==> src/trace_cfg.svh <==
/*
 * sizing of the instruction trace unit
 * TRACE_DEPTH must be at least 5 and must fit in TRACE_ID_W bits
 */
`ifndef TRACE_CFG_SVH
`define TRACE_CFG_SVH

// id slots, one per instruction that can be in flight
`define TRACE_DEPTH 8
// id width, enough to index TRACE_DEPTH slots
`define TRACE_ID_W 3

// cycle counter and stamps, free running and wrapping
`define CYCLE_W 16

// instruction word as fetched by the CPU
`define INSTR_W 32

// decode stall count, saturates at all ones
`define STALL_W 8

`endif

==> src/trace_pkg.sv <==
/*
 * scalar types shared by the trace unit
 * widths come from trace_cfg.svh
 */
`include "trace_cfg.svh"

package trace_pkg;

    //////////////////////////////////////////////////
    // trace record fields
    //////////////////////////////////////////////////

    // instruction id, issued modulo TRACE_DEPTH
    typedef logic [`TRACE_ID_W-1:0] trace_id_t;

    // cycle counter value and fetch/wb stamps
    typedef logic [`CYCLE_W-1:0] cycle_t;

    // raw instruction word
    typedef logic [`INSTR_W-1:0] instr_t;

    // decode stall count per instruction
    typedef logic [`STALL_W-1:0] stall_cnt_t;

    //////////////////////////////////////////////////
    // flush bookkeeping
    //////////////////////////////////////////////////

    // valid tags killed by one flush, fetch and decode only so 0..2
    typedef logic [1:0] kill_cnt_t;

endpackage

==> src/trace_ram.sv <==
/*
 * register array, synchronous write, combinational read
 * no reset, rows are valid only after a write
 */
`timescale 1ns/1ps

module trace_ram #(
    parameter type payload_t = logic [31:0],
    parameter int  DEPTH     = 8
) (
    input  logic                     clk,
    input  logic                     we,
    input  logic [$clog2(DEPTH)-1:0] waddr,
    input  payload_t                 wdata,
    input  logic [$clog2(DEPTH)-1:0] raddr,
    output payload_t                 rdata
);

    // one row per id slot
    payload_t mem [DEPTH];

    always_ff @(posedge clk) begin
        if (we) begin
            mem[waddr] <= wdata;
        end
    end

    // read port sees the row as stored before this edge
    assign rdata = mem[raddr];

    //////////////////////////////////////////////////
    // checks
    //////////////////////////////////////////////////

    // a write must hit a defined row inside the array
    a_waddr_known: assert property (@(posedge clk)
        we |-> !$isunknown(waddr) && int'(waddr) < DEPTH);

endmodule

==> src/stage_tracker.sv <==
/*
 * follows valid/id tags through fetch, decode, execute, memory, write-back
 * flush wins over stall; memory and write-back never hold
 */
`timescale 1ns/1ps
`include "trace_cfg.svh"

module stage_tracker
    import trace_pkg::*;
(
    input  logic      clk,
    input  logic      rst,
    input  logic      stall,
    input  logic      flush,
    output logic      fetch_capture,
    output trace_id_t fetch_id,
    output logic      dec_valid,
    output trace_id_t dec_id,
    output logic      hold,
    output logic      wb_valid,
    output trace_id_t wb_id,
    output cycle_t    cycle_count,
    output kill_cnt_t kill_count
);

    localparam int STAGES = 5;
    // stage slots in the tag arrays
    localparam int S_FE = 0;
    localparam int S_DE = 1;
    localparam int S_EX = 2;
    localparam int S_ME = 3;
    localparam int S_WB = 4;

    logic [STAGES-1:0] tag_valid;
    trace_id_t         tag_id [STAGES];
    trace_id_t         next_id;
    cycle_t            cycle_cnt;
    logic              capture;
    logic              dup_valid_id;

    // a new word enters fetch only on a free edge after reset
    assign capture = !rst && !stall && !flush;

    always_ff @(posedge clk) begin
        if (rst) begin
            cycle_cnt <= '0;
            next_id   <= '0;
        end else begin
            cycle_cnt <= cycle_cnt + cycle_t'(1);
            if (capture) begin
                // ids wrap at TRACE_DEPTH, not at the id width
                if (next_id == trace_id_t'(`TRACE_DEPTH - 1))
                    next_id <= '0;
                else
                    next_id <= next_id + trace_id_t'(1);
            end
        end
    end

    //////////////////////////////////////////////////
    // tag pipeline
    //////////////////////////////////////////////////

    always_ff @(posedge clk) begin
        if (rst) begin
            tag_valid <= '0;
            // stale ids look like the last id before 0, so they never alias next_id
            for (int i = 0; i < STAGES; i++) begin
                tag_id[i] <= trace_id_t'(`TRACE_DEPTH - 1);
            end
        end else begin
            // tail of the pipe always moves
            tag_valid[S_WB] <= tag_valid[S_ME];
            tag_id[S_WB]    <= tag_id[S_ME];
            tag_valid[S_ME] <= tag_valid[S_EX];
            tag_id[S_ME]    <= tag_id[S_EX];
            // execute id follows decode and bubbles carry a stale copy
            tag_id[S_EX]    <= tag_id[S_DE];
            if (flush) begin
                tag_valid[S_FE] <= 1'b0;
                tag_valid[S_DE] <= 1'b0;
                tag_valid[S_EX] <= 1'b0;
            end else if (stall) begin
                // fetch and decode hold while execute gets a bubble
                tag_valid[S_EX] <= 1'b0;
            end else begin
                tag_valid[S_FE] <= 1'b1;
                tag_id[S_FE]    <= next_id;
                tag_valid[S_DE] <= tag_valid[S_FE];
                tag_id[S_DE]    <= tag_id[S_FE];
                tag_valid[S_EX] <= tag_valid[S_DE];
            end
        end
    end

    assign fetch_capture = capture;
    assign fetch_id      = next_id;
    assign dec_valid     = tag_valid[S_DE];
    assign dec_id        = tag_id[S_DE];
    assign hold          = stall && !flush;
    assign wb_valid      = tag_valid[S_WB];
    assign wb_id         = tag_id[S_WB];
    assign cycle_count   = cycle_cnt;
    // only fetch and decode can be killed
    assign kill_count    = flush ? kill_cnt_t'(tag_valid[S_FE]) + kill_cnt_t'(tag_valid[S_DE])
                                 : '0;

    // two valid stages sharing an id would mix up table rows
    always_comb begin
        dup_valid_id = 1'b0;
        for (int i = 0; i < STAGES; i++) begin
            for (int j = i + 1; j < STAGES; j++) begin
                if (tag_valid[i] && tag_valid[j] && tag_id[i] == tag_id[j])
                    dup_valid_id = 1'b1;
            end
        end
    end

    a_ids_distinct: assert property (@(posedge clk) disable iff (rst)
        !dup_valid_id);

    a_valid_known: assert property (@(posedge clk) disable iff (rst)
        (flush || stall) |=> !$isunknown(tag_valid));

endmodule

==> src/trace_table.sv <==
/*
 * per-id store of instruction word, fetch stamp and decode stall count
 * rows are read at write-back; the stamp is the cycle spent in fetch
 */
`timescale 1ns/1ps
`include "trace_cfg.svh"

module trace_table
    import trace_pkg::*;
(
    input  logic       clk,
    input  logic       rst,
    input  logic       fetch_capture,
    input  logic       dec_valid,
    input  logic       hold,
    input  instr_t     fetch_word,
    input  trace_id_t  fetch_id,
    input  trace_id_t  dec_id,
    input  trace_id_t  wb_id,
    input  cycle_t     cycle_count,
    output instr_t     wb_instr,
    output cycle_t     wb_fetch_cycle,
    output stall_cnt_t wb_stall_cycles
);

    stall_cnt_t stall_cnt [`TRACE_DEPTH];
    cycle_t     fetch_stamp;

    // after the capture edge the counter already shows the fetch cycle
    assign fetch_stamp = cycle_count + cycle_t'(1);

    //////////////////////////////////////////////////
    // word and stamp arrays
    //////////////////////////////////////////////////

    trace_ram #(
        .payload_t (instr_t),
        .DEPTH     (`TRACE_DEPTH)
    ) i_instr_ram (
        .clk   (clk),
        .we    (fetch_capture),
        .waddr (fetch_id),
        .wdata (fetch_word),
        .raddr (wb_id),
        .rdata (wb_instr)
    );

    trace_ram #(
        .payload_t (cycle_t),
        .DEPTH     (`TRACE_DEPTH)
    ) i_stamp_ram (
        .clk   (clk),
        .we    (fetch_capture),
        .waddr (fetch_id),
        .wdata (fetch_stamp),
        .raddr (wb_id),
        .rdata (wb_fetch_cycle)
    );

    //////////////////////////////////////////////////
    // decode stall counters
    //////////////////////////////////////////////////

    always_ff @(posedge clk) begin
        if (rst) begin
            for (int i = 0; i < `TRACE_DEPTH; i++) begin
                stall_cnt[i] <= '0;
            end
        end else begin
            // hold excludes capture, so both never hit on one edge
            if (hold && dec_valid && stall_cnt[dec_id] != '1)
                stall_cnt[dec_id] <= stall_cnt[dec_id] + stall_cnt_t'(1);
            // fresh instruction starts with no stalls
            if (fetch_capture)
                stall_cnt[fetch_id] <= '0;
        end
    end

    assign wb_stall_cycles = stall_cnt[wb_id];

    // tracker keeps stale ids behind next id, so wb row is never reused early
    a_no_wb_overwrite: assert property (@(posedge clk) disable iff (rst)
        fetch_capture |-> fetch_id != wb_id);

endmodule

==> src/retire_reporter.sv <==
/*
 * one record per retired instruction, one cycle after write-back
 * no back-pressure; counts are 16 bits and wrap
 */
`timescale 1ns/1ps

module retire_reporter
    import trace_pkg::*;
(
    input  logic        clk,
    input  logic        rst,
    input  logic        wb_valid,
    input  trace_id_t   wb_id,
    input  instr_t      wb_instr,
    input  cycle_t      wb_fetch_cycle,
    input  cycle_t      cycle_count,
    input  stall_cnt_t  wb_stall_cycles,
    input  kill_cnt_t   kill_count,
    output logic        rec_valid,
    output trace_id_t   rec_id,
    output instr_t      rec_instr,
    output cycle_t      rec_fetch_cycle,
    output cycle_t      rec_wb_cycle,
    output stall_cnt_t  rec_stall_cycles,
    output logic [15:0] retired_count,
    output logic [15:0] flushed_count
);

    //////////////////////////////////////////////////
    // strobe and running counts
    //////////////////////////////////////////////////

    always_ff @(posedge clk) begin
        if (rst) begin
            rec_valid     <= 1'b0;
            retired_count <= '0;
            flushed_count <= '0;
        end else begin
            rec_valid <= wb_valid;
            if (wb_valid)
                retired_count <= retired_count + 16'd1;
            // kill_count is zero on edges without flush
            flushed_count <= flushed_count + {14'd0, kill_count};
        end
    end

    // record payload, only loaded on retire
    always_ff @(posedge clk) begin
        if (wb_valid) begin
            rec_id           <= wb_id;
            rec_instr        <= wb_instr;
            rec_fetch_cycle  <= wb_fetch_cycle;
            rec_wb_cycle     <= cycle_count;
            rec_stall_cycles <= wb_stall_cycles;
        end
    end

    // four stage moves at least, plus one per counted decode stall
    a_latency_floor: assert property (@(posedge clk) disable iff (rst)
        rec_valid |-> cycle_t'(rec_wb_cycle - rec_fetch_cycle)
                      >= cycle_t'(rec_stall_cycles) + cycle_t'(4));

endmodule

==> src/pipe_trace_top.sv <==
/*
 * instruction trace unit for a five-stage in-order pipeline
 * stall is a level, flush a one-cycle pulse; records must be taken on rec_valid
 */
`timescale 1ns/1ps

module pipe_trace_top
    import trace_pkg::*;
(
    input  logic        clk,
    input  logic        rst,
    input  instr_t      fetch_word,
    input  logic        stall,
    input  logic        flush,
    output logic        rec_valid,
    output trace_id_t   rec_id,
    output instr_t      rec_instr,
    output cycle_t      rec_fetch_cycle,
    output cycle_t      rec_wb_cycle,
    output stall_cnt_t  rec_stall_cycles,
    output logic [15:0] retired_count,
    output logic [15:0] flushed_count
);

    // tracker to table
    logic       fetch_capture;
    trace_id_t  fetch_id;
    logic       dec_valid;
    trace_id_t  dec_id;
    logic       hold;
    // tracker to table and reporter
    logic       wb_valid;
    trace_id_t  wb_id;
    cycle_t     cycle_count;
    kill_cnt_t  kill_count;
    // write-back row
    instr_t     wb_instr;
    cycle_t     wb_fetch_cycle;
    stall_cnt_t wb_stall_cycles;

    stage_tracker i_stage_tracker (
        .clk           (clk),
        .rst           (rst),
        .stall         (stall),
        .flush         (flush),
        .fetch_capture (fetch_capture),
        .fetch_id      (fetch_id),
        .dec_valid     (dec_valid),
        .dec_id        (dec_id),
        .hold          (hold),
        .wb_valid      (wb_valid),
        .wb_id         (wb_id),
        .cycle_count   (cycle_count),
        .kill_count    (kill_count)
    );

    trace_table i_trace_table (
        .clk             (clk),
        .rst             (rst),
        .fetch_capture   (fetch_capture),
        .dec_valid       (dec_valid),
        .hold            (hold),
        .fetch_word      (fetch_word),
        .fetch_id        (fetch_id),
        .dec_id          (dec_id),
        .wb_id           (wb_id),
        .cycle_count     (cycle_count),
        .wb_instr        (wb_instr),
        .wb_fetch_cycle  (wb_fetch_cycle),
        .wb_stall_cycles (wb_stall_cycles)
    );

    retire_reporter i_retire_reporter (
        .clk              (clk),
        .rst              (rst),
        .wb_valid         (wb_valid),
        .wb_id            (wb_id),
        .wb_instr         (wb_instr),
        .wb_fetch_cycle   (wb_fetch_cycle),
        .cycle_count      (cycle_count),
        .wb_stall_cycles  (wb_stall_cycles),
        .kill_count       (kill_count),
        .rec_valid        (rec_valid),
        .rec_id           (rec_id),
        .rec_instr        (rec_instr),
        .rec_fetch_cycle  (rec_fetch_cycle),
        .rec_wb_cycle     (rec_wb_cycle),
        .rec_stall_cycles (rec_stall_cycles),
        .retired_count    (retired_count),
        .flushed_count    (flushed_count)
    );

endmodule

==> config.mk <==
export PLATFORM = sky130hd
export DESIGN_NAME = pipe_trace_top
export DESIGN_NICKNAME = d
export VERILOG_FILES = /design/src/trace_pkg.sv /design/src/trace_ram.sv /design/src/stage_tracker.sv /design/src/trace_table.sv /design/src/retire_reporter.sv /design/src/pipe_trace_top.sv
export VERILOG_INCLUDE_DIRS = /design/src /design/src/src
export SDC_FILE = /design/constraint.sdc
export NUM_CORES = 1
export LEC_CHECK = 0
export BUFFER_PORTS_ARGS = -buffer_cell sky130_fd_sc_hd__buf_2
export CAP_MARGIN = 15
export CORE_MARGIN = 4
export CORE_UTILIZATION = 61
export CTS_CLUSTER_SIZE = 8
export DETAILED_ROUTE_END_ITERATION = 8
export PLACE_DENSITY = 0.8
export SYNTH_ARGS = -nofsm -noshare
export SYNTH_HDL_FRONTEND = slang
export SYNTH_HIERARCHICAL = 1
export SYNTH_SLANG_ARGS = --single-unit
==> constraint.sdc <==
create_clock -name clk -period 4.9 [get_ports clk]
set_clock_uncertainty 0.1 [all_clocks]
set_input_delay 0.735 -clock clk [delete_from_list [all_inputs] [get_ports clk]]
set_output_delay 0.735 -clock clk [all_outputs]
set_load 0.02 [all_outputs]
# Yosys cells after proc, flatten, opt, wreduce, memory -nomap -nowiden
# Memories as Yosys holds them, arrays and structs flattened. A register that Yosys moved wholly into a read port is not among the register bits.
# Cells that the tools add are included.
# word_totals
register_bits,76
latchBits,0
ram_bits,463
mem_bits_ro,0
input_bits,36
out_inout_bits,108
wordCells,66
n_memories,4
# op_classes
add_sub_neg,6
n_mul,0
div_mod_pow,0
order_cmp,0
eq_ne,2
shift,0
n_mux,27
n_bitwise,5
n_reduce_logical,12
# mem_list
memory,words,width,read_ports,rd_ports_with_merged_regs,write_ports,line,rtl
i_trace_table.i_instr_ram.mem,8,32,1,1,1,trace_ram.sv:20,payload_t mem [DEPTH];
i_trace_table.i_stamp_ram.mem,8,16,1,1,1,trace_ram.sv:20,
i_trace_table.stall_cnt,8,8,2,1,8,trace_table.sv:26,stall_cnt_t stall_cnt [`TRACE_DEPTH];
i_stage_tracker.tag_id,5,3,5,0,5,stage_tracker.sv:35,trace_id_t tag_id [STAGES];
# op_table
cell,n
adder 16 x 1 -> 16 bit (second input constant),2
two-way mux 3 bit,8
adder 16 x 2 -> 16 bit,1
two-way mux 1 bit,16
two-way mux 8 bit,2
OR reduction 8 bit,2
adder 8 x 1 -> 8 bit (second input constant),1
inequality test 8 bit (second input constant),1
logical AND 1 bit,5
OR 1 bit,5
adder 3 x 1 -> 3 bit (second input constant),1
equality test 3 bit (second input constant),1
zero test 1 bit,3
OR reduction 3 bit,1
adder 1 x 1 -> 2 bit,1
two-way mux 2 bit,1
OR reduction 2 bit,1

# Longest topological paths before layout
# depth
depth_word,10
depth_mapped,15

# Hierarchy
# Netlist, hierarchy kept.
# by_module_without_submodules
module,instances,cells_each,area_per_inst_um2,seq_area_each_um2
trace_ram at i_trace_table.i_instr_ram,1,383,9825.7,7687.4
trace_ram at i_trace_table.i_stamp_ram,1,198,4973.5,3843.7
trace_table,1,468,4144.0,1281.2
retire_reporter,1,243,3719.8,2912.8
stage_tracker,1,150,1634.1,930.9

# Worst setup path before layout
# Ideal clock, no wire load.
# synth_timing
kind,in2reg
start,in stall
end,"mem i_trace_table/i_instr_ram/mem[4][0] (netlist name), enable pin"
setup_time_ns,0.461
arrival_time_ns,3.801
slack_ns,0.538
cell_stages,3
cell_sequence,nor3_1 > nand2_1 > nor3_1
# synth_via
elab_chain_len,5
# synth_lines
element,line,rtl
start: declaration,pipe_trace_top.sv:13,"input logic stall,"
zero test 1 bit,stage_tracker.sv:42,assign capture = !rst && !stall && !flush;
logical AND 1 bit (2 in series),stage_tracker.sv:42,
two-way mux 1 bit,trace_ram.sv:23,if (we) begin
two-way mux 1 bit (implied by the code),trace_ram.sv:24,mem[waddr] <= wdata;
end: declaration,trace_ram.sv:20,
# No other way between the ends.

==> flow_summary_export.csv <==
group,metric,value,unit
run_status,status,"finished clean",
floorplan,die_area,0.0431,mm^2
clock_network,clock-sinks,595,
critical_path,rr_worst_depth,9,
layout,nets,1688,
logic_synthesis,synth_top_family_by_area,"multiplexers",
logic_synthesis,synthXorXnorAreaFrac,0.0159,
logic_synthesis,yosys-top-cells-count,"edfxtp_1, dfxtp_1, nand2_1",
layout,area_growth,15.4,%
sta,tns,0,ps
logic_synthesis,synth_fa_ha_area_frac,0.00546,
logic_synthesis,synth_top_area_frac,0.586,
route,drt_iter0_drc,1382,
logic_synthesis,ys.flop_type,"edfxtp_1",
sta,tightest_slew,1180,ps
critical_path,worst-path-stages,9,
logic_synthesis,synth_edf_count,474,
logic_synthesis,synth_cells,1442,
critical_path,r2r_slack,890,ps
clock_network,cts_resized,0,
clock_network,cts_setup_buffers,0,
logic_synthesis,syn_avg_cell_area,16.8,um^2
logic_synthesis,yosysSeqAreaShare,0.686,
power_and_ir_drop,switching_share,0.205,
route,drt_first_pass_iters,5,
logic_synthesis,synth-seq-cells,595,
logic_synthesis,synthSimpleGateAreaFrac,0.0873,
critical_path,worst_setup_path_end_kind,"flop",
sta,fmax,250,MHz
grt,grt_overflow,0,
grt,grt_usage,0.254,
critical_path,crit_start,"i_stage_tracker/tag_id[0][4]",
floorplan,coreArea,0.0390,mm^2
logic_synthesis,synthesis.area,0.0243,mm^2
power_and_ir_drop,p_int,8.73,mW
logic_synthesis,synth.distinct_cells,65,
sta,min_period,4010,ps
critical_path,reg2reg_from,"i_stage_tracker/tag_id[0][4]",
critical_path,critPathArrivalTime,4430,ps
layout,utilization,0.719,
grt,antenna_found_initial,3,
logic_synthesis,synth.mux.area_fraction,0.151,
power_and_ir_drop,p_leak,9.73,nW
clock_network,clk_latency,610,ps
critical_path,cp_slowest_cell,"edfxtp_1",
logic_synthesis,synth_most_common_cell,"edfxtp_1",
critical_path,crit_family,"simple AND/OR/NAND/NOR gates",
sta,hold_viol,0,
clock_network,cts_hold_buf,0,
placed_design,dp_hpwl,30300,um
floorplan,rows,72,
floorplan,pin_count,144,
floorplan,die_x,208,um
sta,final-setup-viol-count,0,
route,routed_wl,55500,um
sta,period_share,0.817,
clock_network,clockBufferDepth,3,
sta,slew_headroom,0.210,
critical_path,cp_common_cell,"a21oi_1",
sta,rsz0062_at_grt,"no",
critical_path,path_class,"flop to flop",
critical_path,worstPathMaxFanout,28,
route,post_drt_wl_per_cell,25.2,um
placed_design,numPortBuffers,143,
logic_synthesis,synth_compound_area_frac,0.0332,
route,vias_per_cell,6.31,
power_and_ir_drop,p_per_area,392,mW/mm^2
grt,grt_pass1_wl,85100,um
logic_synthesis,synth.area.top_cells,"edfxtp_1, dfxtp_1, mux4_1",
job,drv_cap,0,
route,ant_nets,0,
power_and_ir_drop,combPwrFrac,0.023,
clock_network,cts_tree,"done",
power_and_ir_drop,clkPwrFrac,0.476,
grt,grt_pass1_vias,14000,
logic_synthesis,ys_warn_count,6,
critical_path,endpoint,"i_trace_table/stall_cnt[0][4]",
critical_path,reg2reg_to,"i_trace_table/stall_cnt[0][4]",
route,drc,0,
placed_design,gp_congestion,0.921,
clock_network,cts_htree_levels,3,
logic_synthesis,synth-async-reset-ratio,0,
worst_hold_path,worstHoldPathType,"input pin to flop",
logic_synthesis,yosys.area.top_type,"edfxtp_1",
critical_path,cp_cell_sequence,"nor3b_1 > a222oi_1 > inv_1 > ha_1 > o21ai_0 > nor2_1 > a21oi_1 > or3b_2 > a21oi_1",
sta,slew_violations,0,
clock_network,cts_buffers,84,
power_and_ir_drop,peakVddDrop,0.316,mV
worst_hold_path,holdCritStartpoint,"flush",
layout,layout-drive-gt1-share,0.275,
route,num_vias,13900,
critical_path,max_stage_delay,950,ps
grt,grt_max_degree,101,
critical_path,worst-path-buf-inv,1,
clock_network,clkSlewWorstSetupHoldPaths,50,ps
power_and_ir_drop,p_sw,2.25,mW
critical_path,critPathLaunchType,"flop",
critical_path,cp.required,5330,ps
power_and_ir_drop,seqPwrFrac,0.502,
clock_network,root_buffer,"clkbuf_16",
floorplan,die_height,208,um
floorplan,initial_utilization,0.623,
==> flip-flops by register name, summed over array words and instances, names as in the netlist, 16 cells and up <==
| register | flops |
|---|---|
| i_trace_table/i_instr_ram/mem | 256 |
| i_retire_reporter/rec_instr | 32 |
| i_trace_table/stall_cnt | 64 |
| i_retire_reporter/retired_count | 16 |
| i_retire_reporter/rec_wb_cycle | 16 |
| i_retire_reporter/rec_fetch_cycle | 16 |
| i_retire_reporter/flushed_count | 16 |
| i_trace_table/i_stamp_ram/mem | 128 |
| i_stage_tracker/cycle_count | 16 |
==> final cells by class <==
type / count / area, um^2
well taps: 518 / 648
clock inverters: 7 / 108
repair buffers: 183 / 1050
fillers: 2273 / 11000
clock buffers: 115 / 2240
diodes: 2 / 5.00
inverters: 25 / 93.8
multi-input cells: 753 / 7230
flip-flops and latches: 595 / 16700
==> metrics by stage <==
stage	cell area [um^2]	total power [mW]	setup WS, ps	std cells	hold slack (ps)
CTS	28000	11.1	826	2194	266
global route	28000	11.3	520	2197	282
finish	28000	11.0	895	2198	288
floorplan	24300	5.75	538	1450	314
detailed placement	25600	5.84	852	2072	337
global placement	25600	5.82	931	2072	323
==> per-layer routing <==
metal	up-vias	GRT usage	wire [um]
met5	-	0	14
met4	4	0.0739	1230
met2	695	0.419	27700
met3	99	0.0565	4590
li1	6082	-	-
met1	6999	0.347	21900
==> placed cells by master, fill, tap and decap left out, types with 4 or more instances in the layout <==
master       n
nor2_1      59
edfxtp_1   474
dfxtp_1    120
mux2i_1     17
nand2b_1     9
a21oi_1     80
or3_1        7
clkbuf_16   85
and3_1       5
buf_2      142
o41ai_1      8
clkbuf_1    30
nor3_2       4
xnor2_1     30
nand2_1     85
or3b_2      41
mux2_2      61
or2_2       16
xor2_1      14
nor2b_1     13
nor4_1      13
nor2_4       6
inv_1       24
nand3_1     26
ha_1         9
or4_1        5
nand3b_1    14
mux4_1      68
o211ai_1     6
or3b_1      16
o21ai_0     13
mux4_2      46
nand4_1     11
conb_1       9
nand4bb_1    8
o31ai_1      4
nor3_1      12
buf_4       38
==> power by group through the flow <==
stage               combinational (mW)  sequential (mW)  clock, mW
finish                           0.252             5.50       5.22
global placement                 0.225             5.60          0
CTS                              0.241             5.51       5.31
floorplan                        0.170             5.58          0
detailed placement               0.235             5.60          0
global route                     0.270             5.50       5.57
==> worst min path at each step <==
stage | endpoint | slack [ps] | depth (start not counted)
floorplan | i_stage_tracker/tag_valid[3] | 310 | 1
global placement | i_stage_tracker/tag_valid[4] | 320 | 1
detailed placement | i_stage_tracker/tag_valid[4] | 340 | 1
CTS | i_stage_tracker/tag_valid[0] | 270 | 2
global route | i_trace_table/i_instr_ram/mem[5][11] | 280 | 1
finish | i_stage_tracker/tag_valid[0] | 290 | 2
==> cell families (layout without fill, tap and decap cells) <==
family                     count (synthesis)  after routing
and+or+nand+nor                          366            366
buffers and inverters                    102            330
other                                      1             11
xor gates and xnor gates                  44             44
AOI/OAI and AO/OA                        132            132
DFF                                      595            595
muxes                                    192            192
adders and majority gates                 10             10
Power figures use the tool's default switching activity.
